===== config.mk =====
export PLATFORM = sky130hd
export DESIGN_NAME = ooo_core
export DESIGN_NICKNAME = d
export VERILOG_FILES = /design/src/ooo_core_pkg.sv /design/src/alu.sv /design/src/dispatch.sv /design/src/ooo_core.sv /design/src/register_file.sv /design/src/reorder_buffer.sv /design/src/reservation_station.sv
export VERILOG_INCLUDE_DIRS = /design/src
export SDC_FILE = /design/constraint.sdc
export NUM_CORES = 1
export LEC_CHECK = 0
export BUFFER_PORTS_ARGS = -buffer_cell sky130_fd_sc_hd__buf_2
export CORE_UTILIZATION = 25
export CTS_CLUSTER_DIAMETER = 150
export DETAILED_ROUTE_END_ITERATION = 12
export GPL_TIMING_DRIVEN = 0
export HOLD_SLACK_MARGIN = 0.1
export MAX_ROUTING_LAYER = met4
export PLACE_DENSITY = 0.39
export SLEW_MARGIN = 10
export SYNTH_ARGS = -nofsm -noshare
export SYNTH_HDL_FRONTEND = slang
export SYNTH_SLANG_ARGS = --single-unit

===== constraint.sdc =====
create_clock -name clk -period 4.51 [get_ports clk]
set_clock_uncertainty 0.05 [all_clocks]
set_input_delay 0.2255 -clock clk [delete_from_list [all_inputs] [get_ports clk]]
set_output_delay 0.2255 -clock clk [all_outputs]
set_load 0.1 [all_outputs]

===== src/ooo_core_defs.svh =====
`ifndef OOO_CORE_DEFS_SVH
`define OOO_CORE_DEFS_SVH

// Register value width
`define OOO_DATA_W 16

// Architectural registers
`define OOO_NUM_REGS 8

// Reorder buffer slots, also the rename tag space
`define OOO_ROB_DEPTH 8

// ALU reservation station slots
`define OOO_RS_DEPTH 4

`endif


===== src/ooo_core_pkg.sv =====
`include "ooo_core_defs.svh"

package ooo_core_pkg;

   typedef logic [`OOO_DATA_W-1:0] data_t;

   typedef logic [$clog2(`OOO_NUM_REGS)-1:0] reg_addr_t;

   // Slot index and rename tag share one type
   typedef logic [$clog2(`OOO_ROB_DEPTH)-1:0] rob_id_t;

   typedef logic [15:0] instr_t;

   typedef enum logic [3:0] {
      OP_ADD  = 4'h0,
      OP_SUB  = 4'h1,
      OP_AND  = 4'h2,
      OP_OR   = 4'h3,
      OP_XOR  = 4'h4,
      OP_ADDI = 4'h5,
      OP_SUBI = 4'h6,
      OP_SETI = 4'h7
   } opcode_e;

endpackage


===== src/alu.sv =====
`include "ooo_core_defs.svh"

module alu (
   input  logic                  clk,
   input  logic                  nrst,
   input  logic                  i_valid,
   input  ooo_core_pkg::opcode_e i_op,
   input  ooo_core_pkg::rob_id_t i_tag,
   input  ooo_core_pkg::data_t   i_a,
   input  ooo_core_pkg::data_t   i_b,
   output logic                  o_cdb_valid,
   output ooo_core_pkg::rob_id_t o_cdb_tag,
   output ooo_core_pkg::data_t   o_cdb_data
);

   ooo_core_pkg::data_t   result;
   logic                  s1_valid;
   ooo_core_pkg::rob_id_t s1_tag;
   ooo_core_pkg::data_t   s1_data;

   always_comb begin
      case (i_op)
         ooo_core_pkg::OP_ADD, ooo_core_pkg::OP_ADDI: result = i_a + i_b;
         ooo_core_pkg::OP_SUB, ooo_core_pkg::OP_SUBI: result = i_a - i_b;
         ooo_core_pkg::OP_AND: result = i_a & i_b;
         ooo_core_pkg::OP_OR: result = i_a | i_b;
         ooo_core_pkg::OP_XOR: result = i_a ^ i_b;
         // SETI carries its immediate in b
         default: result = i_b;
      endcase
   end

   always_ff @(posedge clk) begin
      if (nrst) begin
         s1_valid <= 1'b0;
         o_cdb_valid <= 1'b0;
      end else begin
         s1_valid <= i_valid;
         o_cdb_valid <= s1_valid;
      end
   end

   always_ff @(posedge clk) begin
      s1_tag <= i_tag;
      s1_data <= result;
      o_cdb_tag <= s1_tag;
      o_cdb_data <= s1_data;
   end

endmodule


===== src/dispatch.sv =====
`include "ooo_core_defs.svh"

module dispatch (
   input  ooo_core_pkg::instr_t         i_instr,
   input  logic                         i_instr_valid,
   input  logic                         i_rob_full,
   input  logic                         i_rs_full,
   input  ooo_core_pkg::rob_id_t        i_rob_tail,
   input  logic [1:0]                   i_rf_busy,
   input  ooo_core_pkg::rob_id_t [1:0]  i_rf_tag,
   input  ooo_core_pkg::data_t [1:0]    i_rf_data,
   input  logic [1:0]                   i_rob_done,
   input  ooo_core_pkg::data_t [1:0]    i_rob_data,
   input  logic                         i_cdb_valid,
   input  ooo_core_pkg::rob_id_t        i_cdb_tag,
   input  ooo_core_pkg::data_t          i_cdb_data,
   output logic                         o_instr_ready,
   output logic                         o_alloc,
   output ooo_core_pkg::reg_addr_t [1:0] o_rf_rd_addr,
   output ooo_core_pkg::rob_id_t [1:0]  o_rob_rd_tag,
   output ooo_core_pkg::reg_addr_t      o_dst_reg,
   output ooo_core_pkg::opcode_e        o_op,
   output logic [1:0]                   o_src_ready,
   output ooo_core_pkg::rob_id_t [1:0]  o_src_tag,
   output ooo_core_pkg::data_t [1:0]    o_src_data
);

   ooo_core_pkg::opcode_e op;

   assign op = ooo_core_pkg::opcode_e'(i_instr[15:12]);
   assign o_op = op;
   assign o_dst_reg = i_instr[11:9];
   assign o_rf_rd_addr[0] = i_instr[8:6];
   assign o_rf_rd_addr[1] = i_instr[5:3];
   assign o_rob_rd_tag = i_rf_tag;

   // Stall on structure fullness only
   assign o_instr_ready = !i_rob_full && !i_rs_full;
   assign o_alloc = i_instr_valid && o_instr_ready;

   always_comb begin
      for (int i = 0; i < 2; i++) begin
         // Ready operands park on the own tag, never a live broadcast
         o_src_tag[i] = i_rob_tail;
         o_src_ready[i] = 1'b1;
         if (!i_rf_busy[i]) begin
            o_src_data[i] = i_rf_data[i];
         end else if (i_rob_done[i]) begin
            o_src_data[i] = i_rob_data[i];
         end else if (i_cdb_valid && i_cdb_tag == i_rf_tag[i]) begin
            o_src_data[i] = i_cdb_data;
         end else begin
            o_src_ready[i] = 1'b0;
            o_src_tag[i] = i_rf_tag[i];
            o_src_data[i] = i_rf_data[i];
         end
      end

      case (op)
         ooo_core_pkg::OP_ADDI, ooo_core_pkg::OP_SUBI: begin
            o_src_ready[1] = 1'b1;
            o_src_tag[1] = i_rob_tail;
            o_src_data[1] = {{(`OOO_DATA_W-6){1'b0}}, i_instr[5:0]};
         end
         ooo_core_pkg::OP_SETI: begin
            o_src_ready = 2'b11;
            o_src_tag = {i_rob_tail, i_rob_tail};
            o_src_data[0] = '0;
            o_src_data[1] = {{(`OOO_DATA_W-9){1'b0}}, i_instr[8:0]};
         end
         default: begin
         end
      endcase
   end

endmodule


===== src/ooo_core.sv =====
module ooo_core (
   input  logic                    clk,
   input  logic                    nrst,
   input  ooo_core_pkg::instr_t    i_instr,
   input  logic                    i_instr_valid,
   output logic                    o_instr_ready,
   output logic                    o_commit_valid,
   output ooo_core_pkg::reg_addr_t o_commit_reg,
   output ooo_core_pkg::data_t     o_commit_data
);

   logic                         alloc;
   logic                         rob_full;
   logic                         rs_full;
   ooo_core_pkg::rob_id_t        rob_tail;
   ooo_core_pkg::reg_addr_t [1:0] rf_rd_addr;
   logic [1:0]                   rf_busy;
   ooo_core_pkg::rob_id_t [1:0]  rf_tag;
   ooo_core_pkg::data_t [1:0]    rf_data;
   ooo_core_pkg::rob_id_t [1:0]  rob_rd_tag;
   logic [1:0]                   rob_done;
   ooo_core_pkg::data_t [1:0]    rob_data;
   ooo_core_pkg::reg_addr_t      dst_reg;
   ooo_core_pkg::opcode_e        disp_op;
   logic [1:0]                   src_ready;
   ooo_core_pkg::rob_id_t [1:0]  src_tag;
   ooo_core_pkg::data_t [1:0]    src_data;
   logic                         cdb_valid;
   ooo_core_pkg::rob_id_t        cdb_tag;
   ooo_core_pkg::data_t          cdb_data;
   logic                         issue_valid;
   ooo_core_pkg::opcode_e        issue_op;
   ooo_core_pkg::rob_id_t        issue_tag;
   ooo_core_pkg::data_t          issue_a;
   ooo_core_pkg::data_t          issue_b;
   ooo_core_pkg::rob_id_t        commit_tag;

   dispatch dispatch0 (
      .i_instr(i_instr), .i_instr_valid(i_instr_valid),
      .i_rob_full(rob_full), .i_rs_full(rs_full), .i_rob_tail(rob_tail),
      .i_rf_busy(rf_busy), .i_rf_tag(rf_tag), .i_rf_data(rf_data),
      .i_rob_done(rob_done), .i_rob_data(rob_data),
      .i_cdb_valid(cdb_valid), .i_cdb_tag(cdb_tag), .i_cdb_data(cdb_data),
      .o_instr_ready(o_instr_ready), .o_alloc(alloc),
      .o_rf_rd_addr(rf_rd_addr), .o_rob_rd_tag(rob_rd_tag),
      .o_dst_reg(dst_reg), .o_op(disp_op), .o_src_ready(src_ready),
      .o_src_tag(src_tag), .o_src_data(src_data)
   );

   register_file register_file0 (
      .clk(clk), .nrst(nrst),
      .i_rd_addr(rf_rd_addr), .o_busy(rf_busy), .o_tag(rf_tag), .o_data(rf_data),
      .i_rename(alloc), .i_rename_reg(dst_reg), .i_rename_tag(rob_tail),
      .i_wb_valid(o_commit_valid), .i_wb_reg(o_commit_reg),
      .i_wb_tag(commit_tag), .i_wb_data(o_commit_data)
   );

   reorder_buffer reorder_buffer0 (
      .clk(clk), .nrst(nrst),
      .i_alloc(alloc), .i_dst_reg(dst_reg), .o_tail(rob_tail), .o_full(rob_full),
      .i_rd_tag(rob_rd_tag), .o_rd_done(rob_done), .o_rd_data(rob_data),
      .i_cdb_valid(cdb_valid), .i_cdb_tag(cdb_tag), .i_cdb_data(cdb_data),
      .o_commit_valid(o_commit_valid), .o_commit_reg(o_commit_reg),
      .o_commit_tag(commit_tag), .o_commit_data(o_commit_data)
   );

   reservation_station reservation_station0 (
      .clk(clk), .nrst(nrst),
      .i_alloc(alloc), .i_op(disp_op), .i_tag(rob_tail),
      .i_src_ready(src_ready), .i_src_tag(src_tag), .i_src_data(src_data),
      .i_cdb_valid(cdb_valid), .i_cdb_tag(cdb_tag), .i_cdb_data(cdb_data),
      .o_full(rs_full), .o_issue_valid(issue_valid), .o_issue_op(issue_op),
      .o_issue_tag(issue_tag), .o_issue_a(issue_a), .o_issue_b(issue_b)
   );

   alu alu0 (
      .clk(clk), .nrst(nrst),
      .i_valid(issue_valid), .i_op(issue_op), .i_tag(issue_tag),
      .i_a(issue_a), .i_b(issue_b),
      .o_cdb_valid(cdb_valid), .o_cdb_tag(cdb_tag), .o_cdb_data(cdb_data)
   );

endmodule


===== src/register_file.sv =====
`include "ooo_core_defs.svh"

module register_file (
   input  logic                          clk,
   input  logic                          nrst,
   input  ooo_core_pkg::reg_addr_t [1:0] i_rd_addr,
   output logic [1:0]                    o_busy,
   output ooo_core_pkg::rob_id_t [1:0]   o_tag,
   output ooo_core_pkg::data_t [1:0]     o_data,
   input  logic                          i_rename,
   input  ooo_core_pkg::reg_addr_t       i_rename_reg,
   input  ooo_core_pkg::rob_id_t         i_rename_tag,
   input  logic                          i_wb_valid,
   input  ooo_core_pkg::reg_addr_t       i_wb_reg,
   input  ooo_core_pkg::rob_id_t         i_wb_tag,
   input  ooo_core_pkg::data_t           i_wb_data
);

   ooo_core_pkg::data_t     regs [`OOO_NUM_REGS];
   ooo_core_pkg::rob_id_t   tags [`OOO_NUM_REGS];
   logic [`OOO_NUM_REGS-1:0] busy;

   always_ff @(posedge clk) begin
      if (nrst) begin
         busy <= '0;
         for (int i = 0; i < `OOO_NUM_REGS; i++) begin
            regs[i] <= '0;
         end
      end else begin
         if (i_wb_valid) begin
            regs[i_wb_reg] <= i_wb_data;
            // Only the newest producer frees the register
            if (tags[i_wb_reg] == i_wb_tag) begin
               busy[i_wb_reg] <= 1'b0;
            end
         end
         if (i_rename) begin
            busy[i_rename_reg] <= 1'b1;
         end
      end
   end

   always_ff @(posedge clk) begin
      if (i_rename) begin
         tags[i_rename_reg] <= i_rename_tag;
      end
   end

   always_comb begin
      for (int i = 0; i < 2; i++) begin
         o_busy[i] = busy[i_rd_addr[i]];
         o_tag[i] = tags[i_rd_addr[i]];
         o_data[i] = regs[i_rd_addr[i]];
      end
   end

endmodule


===== src/reorder_buffer.sv =====
`include "ooo_core_defs.svh"

module reorder_buffer (
   input  logic                         clk,
   input  logic                         nrst,
   input  logic                         i_alloc,
   input  ooo_core_pkg::reg_addr_t      i_dst_reg,
   output ooo_core_pkg::rob_id_t        o_tail,
   output logic                         o_full,
   input  ooo_core_pkg::rob_id_t [1:0]  i_rd_tag,
   output logic [1:0]                   o_rd_done,
   output ooo_core_pkg::data_t [1:0]    o_rd_data,
   input  logic                         i_cdb_valid,
   input  ooo_core_pkg::rob_id_t        i_cdb_tag,
   input  ooo_core_pkg::data_t          i_cdb_data,
   output logic                         o_commit_valid,
   output ooo_core_pkg::reg_addr_t      o_commit_reg,
   output ooo_core_pkg::rob_id_t        o_commit_tag,
   output ooo_core_pkg::data_t          o_commit_data
);

   logic [`OOO_ROB_DEPTH-1:0]       valid;
   logic [`OOO_ROB_DEPTH-1:0]       done;
   ooo_core_pkg::reg_addr_t         dst_reg [`OOO_ROB_DEPTH];
   ooo_core_pkg::data_t             value [`OOO_ROB_DEPTH];
   ooo_core_pkg::rob_id_t           head;
   ooo_core_pkg::rob_id_t           tail;
   logic [$clog2(`OOO_ROB_DEPTH):0] count;
   logic                            retire;

   assign retire = valid[head] && done[head];

   always_ff @(posedge clk) begin
      if (nrst) begin
         valid <= '0;
         done <= '0;
         head <= '0;
         tail <= '0;
         count <= '0;
      end else begin
         if (i_alloc) begin
            valid[tail] <= 1'b1;
            done[tail] <= 1'b0;
            tail <= tail + 1'b1;
         end
         if (i_cdb_valid) begin
            done[i_cdb_tag] <= 1'b1;
         end
         if (retire) begin
            valid[head] <= 1'b0;
            head <= head + 1'b1;
         end
         count <= count + i_alloc - retire;
      end
   end

   always_ff @(posedge clk) begin
      if (i_alloc) begin
         dst_reg[tail] <= i_dst_reg;
      end
      if (i_cdb_valid) begin
         value[i_cdb_tag] <= i_cdb_data;
      end
   end

   assign o_tail = tail;
   assign o_full = (count == `OOO_ROB_DEPTH);

   // Operand lookup for dispatch
   always_comb begin
      for (int i = 0; i < 2; i++) begin
         o_rd_done[i] = valid[i_rd_tag[i]] && done[i_rd_tag[i]];
         o_rd_data[i] = value[i_rd_tag[i]];
      end
   end

   assign o_commit_valid = retire;
   assign o_commit_reg = dst_reg[head];
   assign o_commit_tag = head;
   assign o_commit_data = value[head];

   a_no_alloc_full: assert property (@(posedge clk) disable iff (nrst)
      i_alloc |-> !o_full);

   a_cdb_live_slot: assert property (@(posedge clk) disable iff (nrst)
      i_cdb_valid |-> valid[i_cdb_tag] && !done[i_cdb_tag]);

endmodule


===== src/reservation_station.sv =====
`include "ooo_core_defs.svh"

module reservation_station (
   input  logic                        clk,
   input  logic                        nrst,
   input  logic                        i_alloc,
   input  ooo_core_pkg::opcode_e       i_op,
   input  ooo_core_pkg::rob_id_t       i_tag,
   input  logic [1:0]                  i_src_ready,
   input  ooo_core_pkg::rob_id_t [1:0] i_src_tag,
   input  ooo_core_pkg::data_t [1:0]   i_src_data,
   input  logic                        i_cdb_valid,
   input  ooo_core_pkg::rob_id_t       i_cdb_tag,
   input  ooo_core_pkg::data_t         i_cdb_data,
   output logic                        o_full,
   output logic                        o_issue_valid,
   output ooo_core_pkg::opcode_e       o_issue_op,
   output ooo_core_pkg::rob_id_t       o_issue_tag,
   output ooo_core_pkg::data_t         o_issue_a,
   output ooo_core_pkg::data_t         o_issue_b
);

   logic [`OOO_RS_DEPTH-1:0]         valid;
   ooo_core_pkg::opcode_e            op [`OOO_RS_DEPTH];
   ooo_core_pkg::rob_id_t            tag [`OOO_RS_DEPTH];
   logic [1:0]                       rdy [`OOO_RS_DEPTH];
   ooo_core_pkg::rob_id_t [1:0]      src_tag [`OOO_RS_DEPTH];
   ooo_core_pkg::data_t [1:0]        src_data [`OOO_RS_DEPTH];
   logic [$clog2(`OOO_RS_DEPTH)-1:0] free_idx;
   logic [$clog2(`OOO_RS_DEPTH)-1:0] sel_idx;
   logic                             sel_found;

   // Lowest free slot and lowest ready slot
   always_comb begin
      free_idx = '0;
      sel_idx = '0;
      sel_found = 1'b0;
      for (int i = `OOO_RS_DEPTH - 1; i >= 0; i--) begin
         if (!valid[i]) begin
            free_idx = i[$clog2(`OOO_RS_DEPTH)-1:0];
         end
         if (valid[i] && rdy[i] == 2'b11) begin
            sel_idx = i[$clog2(`OOO_RS_DEPTH)-1:0];
            sel_found = 1'b1;
         end
      end
   end

   always_ff @(posedge clk) begin
      if (nrst) begin
         valid <= '0;
      end else begin
         if (sel_found) begin
            valid[sel_idx] <= 1'b0;
         end
         if (i_alloc) begin
            valid[free_idx] <= 1'b1;
         end
      end
   end

   always_ff @(posedge clk) begin
      for (int i = 0; i < `OOO_RS_DEPTH; i++) begin
         for (int s = 0; s < 2; s++) begin
            // Wakeup
            if (i_cdb_valid && valid[i] && !rdy[i][s] && src_tag[i][s] == i_cdb_tag) begin
               rdy[i][s] <= 1'b1;
               src_data[i][s] <= i_cdb_data;
            end
         end
      end
      if (i_alloc) begin
         op[free_idx] <= i_op;
         tag[free_idx] <= i_tag;
         rdy[free_idx] <= i_src_ready;
         src_tag[free_idx] <= i_src_tag;
         src_data[free_idx] <= i_src_data;
      end
   end

   assign o_full = &valid;
   assign o_issue_valid = sel_found;
   assign o_issue_op = op[sel_idx];
   assign o_issue_tag = tag[sel_idx];
   assign o_issue_a = src_data[sel_idx][0];
   assign o_issue_b = src_data[sel_idx][1];

   // A new entry never overwrites an occupied slot
   a_alloc_free_slot: assert property (@(posedge clk) disable iff (nrst)
      i_alloc |-> !valid[free_idx]);

endmodule


==> summary.txt <==
Timing
  – Slew at the pin with the worst max-slew slack: approximately 1.3 ns
  – Setup Total Neg Slack: 0 ns
  – Period utilisation layout: 97.8%
  – RSZ-0062 raised after global routing: true
  – Slew Viols, Final: 0
  – Worst slew margin: 13.9%
  – Fin crit period: ~4.4 ns
  – Final WS setup: approximately 0.099 ns
  – Final setup viols: 0
  – Fmax: between 200 and 250 MHz
  – Final Hold Violating Endpoints: 0

Clocking
  – Reg clk slew, reported paths: roughly 0.060 ns
  – TritonCTS clock tree: yes
  – CTS Buf Count: just under 70
  – CTS root buffer: clkbuf_16
  – H-tree level count: 3
  – Clock Path Buffers: 3
  – Clock Latency Late Sink: between 0.6 and 0.7 ns
  – CTS Sinks: 573

Die
  – Die width: roughly 350 um
  – Row count: between 100 and 150
  – Starting Density: between 20% and 30%
  – Die footprint: roughly 120000 um^2
  – Num ports: 40
  – CORE AREA: 118000 um^2
  – Die height: 348 um

Critical path
  – CP Capture Type: primary output
  – Worst setup path endpoint: o_commit_data[13]
  – Kind of critical path: flop to primary output
  – Top Family by Delay on Critical Path: buffers and inverters
  – CP Depth: 4
  – CP Cell Sequence: clkdlybuf4s15_1, mux2i_1, inv_1, buf_2
  – CP max stage cell: mux2i_1
  – R2R Path End: alu0.s1_data[12]$_DFF_P_
  – WP data arrival: ~4.1 ns
  – R2R Setup Slk: 0.1 ns
  – Worst-path maximum fanout: 10
  – Reg2reg start: reservation_station0.valid[1]$_SDFF_PP0_
  – Critical Path Max Stage Delay: 1.07 ns
  – Worst path bufs/invs: 3
  – Nature of the critical path startpoint: flop
  – R2r worst-path depth: 24
  – WP data required: about 4.2 ns

Global route
  – First-pass GRT wire length: between 150 and 200 mm
  – Number of global-route vias before repair: 22700
  – Global Route Usage Sum: between 10% and 20%
  – Initial antenna violation count: 1
  – Largest net degree at the start of global routing: 19
  – Total gr overflow: 0

Power and ir drop
  – Maximum VDD drop: approximately 0.23 mV
  – Lkg Pwr: 12.4 nW
  – Flop pwr share: roughly two fifths
  – Pint: 11.8 mW
  – Switch share: about 34%
  – Clock network fraction of design power: 32.2%
  – Pwr Density: 501 nW/um^2
  – Psw: a little over 6 mW
  – Combinational share of power: 27.3%
  – Final total power: between 15 and 20 mW

Detailed routing
  – DRC: 0
  – DR pass1 iterations: 8
  – Post-DR wirelength/cell: around 27 um
  – Routed WL: about 110 mm
  – Initial detailed-routing violation count: around 2100
  – Vias: approximately 22000
  – ANT nets after route: 0
  – Via density: roughly 5.2

Outcome
  – Status: finished clean

Logic synthesis
  – Syn_area_per_cell: 12.0 um^2
  – Async SR Flop Fraction: 0%
  – Synth cell count leaders: edfxtp_1, nand2_1, nor2_1
  – Most frequent cell after synthesis: edfxtp_1
  – Sequential fraction of the synthesis area: between 50% and 60%
  – Synth Flop Type: edfxtp_1
  – Warnings, synthesis: 0
  – Yosys top cell by area: edfxtp_1
  – Top-area cell type share of the netlist area: 48.7%
  – Library cells used by synthesis: 75
  – Number of flops mapped to enable cells by yosys: 484
  – Synth Cell Area: 29900 um^2
  – Top cells by area, synth: edfxtp_1, mux4_2, dfxtp_1
  – Mapped Cells: ~2500
  – Synth Register Bits: around 570
  – Syn Nets: around 2600

Cells and area
  – Fin nets: around 2700
  – Share of cells above drive strength 1: between 20 and 25%
  – Syn-to-layout area delta: 19.2%
  – Diode count: 0
  – Largest registers: register_file0.regs: 128 flops, reorder_buffer0.value: 128 flops, reservation_station0.src_data: 128 flops

Worst hold path
  – Hold depth: 3
  – Hold Crit Class: input port to flop

Place
  – DP Worst Slack: -1.59 ns
  – PortBufs: 36
  – RePlAce Congestion: between 0.9 and 1
  – Dpl hpwl: between 80 and 90 mm

Job
  – Number of max-cap violations: 0
## per-layer routing
| layer | track usage [%] | share of wire (%) |
|---|---|---|
| met5 | - | 0 |
| met4 | 5.84 | 2.7 |
| met1 | 24.8 | 44 |
| met3 | 2.45 | 5.4 |
| met2 | 31.4 | 48 |
## per-stage QoR
| step | cell area, um^2 | instances | hold WS [ns] | utilization (%) |
|---|---|---|---|---|
| 2_1_floorplan | 29900 | 2491 | 0.260 | - |
| 3_3_place_gp | 32000 | 4063 | 0.266 | 27.0 |
| 6_report | 35600 | 4262 | 0.155 | 30.1 |
| 5_1_grt | 35600 | 4262 | 0.168 | 30.1 |
| 4_1_cts | 35200 | 4242 | 0.116 | 29.8 |
| 3_5_place_dp | 32300 | 4083 | 0.262 | 27.3 |
## worst reg2reg max path: stages, from the launching register on
cell,delay [ns]
dfxtp_2,0.31
buf_6,0.12
and3_4,0.16
buf_12,0.13
o31ai_4,0.23
buf_12,0.18
buf_12,0.16
a22oi_2,0.08
o21ai_4,0.09
and3_4,0.23
o21ai_4,0.07
buf_6,0.14
nor2b_4,0.12
xnor2_1,0.12
ha_1,0.31
nor2b_4,0.15
o21ai_2,0.07
nand2b_1,0.12
a21oi_2,0.10
o21ai_2,0.20
a41oi_2,0.16
a211o_1,0.36
xnor2_2,0.17
a221oi_2,0.29
a21oi_1,0.12
## placed cells by master, fill, tap and decap left out, types with 18 or more instances in the layout
| master | synthesis | routed |
|---|---|---|
| edfxtp_1 | 484 | 484 |
| nand2_1 | 297 | 297 |
| nor2_1 | 203 | 194 |
| mux4_2 | 126 | 126 |
| clkbuf_1 | 100 | 111 |
| a21oi_1 | 107 | 103 |
| o21ai_1 | 94 | 95 |
| o21ai_0 | 98 | 87 |
| inv_1 | 84 | 83 |
| a211oi_1 | 84 | 83 |
| dfxtp_1 | 89 | 81 |
| buf_4 | 16 | 71 |
| clkbuf_16 | 0 | 70 |
| buf_2 | 34 | 68 |
| mux2i_1 | 73 | 65 |
| ha_1 | 55 | 51 |
| o22ai_1 | 45 | 45 |
| and2_1 | 41 | 40 |
| mux2_2 | 36 | 36 |
| nor2b_1 | 34 | 32 |
| xor2_1 | 32 | 32 |
| xnor2_1 | 32 | 31 |
| a22oi_1 | 30 | 29 |
| nand3_1 | 32 | 28 |
| a311oi_1 | 19 | 19 |
| a31oi_1 | 18 | 18 |
## kinds of logic (layout without fill, tap and decap cells)
kind of cell	after synthesis	after routing	share of synthesized area [%]
AO/OA/AOI/OAI	591	591	12.9
XOR/XNOR	64	64	1.88
adder cells (fa/ha/maj)	57	57	2.44
buffers and inverters	259	494	3.73
flip-flops	573	573	54.6
multiplexers	243	243	13.8
AND/OR/NAND/NOR	704	704	10.6
## area by class of cell
cell class	count	area, um^2
fillers	12100	82700
clock buffers	90	1850
well taps	1536	1920
inverters	85	319
clock inverters	36	430
plain buffers	173	935
multi-input cells	1659	13000
flip-flops and latches	573	16300
repair buffers	110	815
## how the worst min path moves through the flow
stage	endpoint	slack (ns)	from
finish	reservation_station0.src_data[2][17]$_DFFE_PP_	0.16	i_instr[1]
CTS	reservation_station0.src_data[2][17]$_DFFE_PP_	0.12	i_instr[1]
global route	reservation_station0.src_data[2][17]$_DFFE_PP_	0.17	i_instr[1]
floorplan	alu0.o_cdb_data[0]$_DFF_P_	0.26	alu0.s1_data[0]$_DFF_P_
detailed placement	alu0.o_cdb_data[0]$_DFF_P_	0.26	alu0.s1_data[0]$_DFF_P_
global placement	alu0.o_cdb_tag[2]$_DFF_P_	0.27	alu0.s1_tag[2]$_DFF_P_
## power by group through the flow
stage | Sequential, mW | Clock, mW | Combinational, mW
4_1_cts | 7.21 | 5.86 | 4.61
3_5_place_dp | 7.30 | 0 | 4.30
2_1_floorplan | 6.96 | 0 | 2.90
5_1_grt | 7.29 | 6.04 | 5.29
3_3_place_gp | 7.30 | 0 | 4.23
6_report | 7.22 | 5.74 | 4.88
## repair_timing
item	in CTS	in global routing
pin swaps	18	25
hold endpoints to repair	50	0
hold buffers	8	0
endpoints found under the setup margin	25	19
resized for setup	94	49
setup buffers	26	20
No activity file was read; power rests on OpenSTA's default activity.
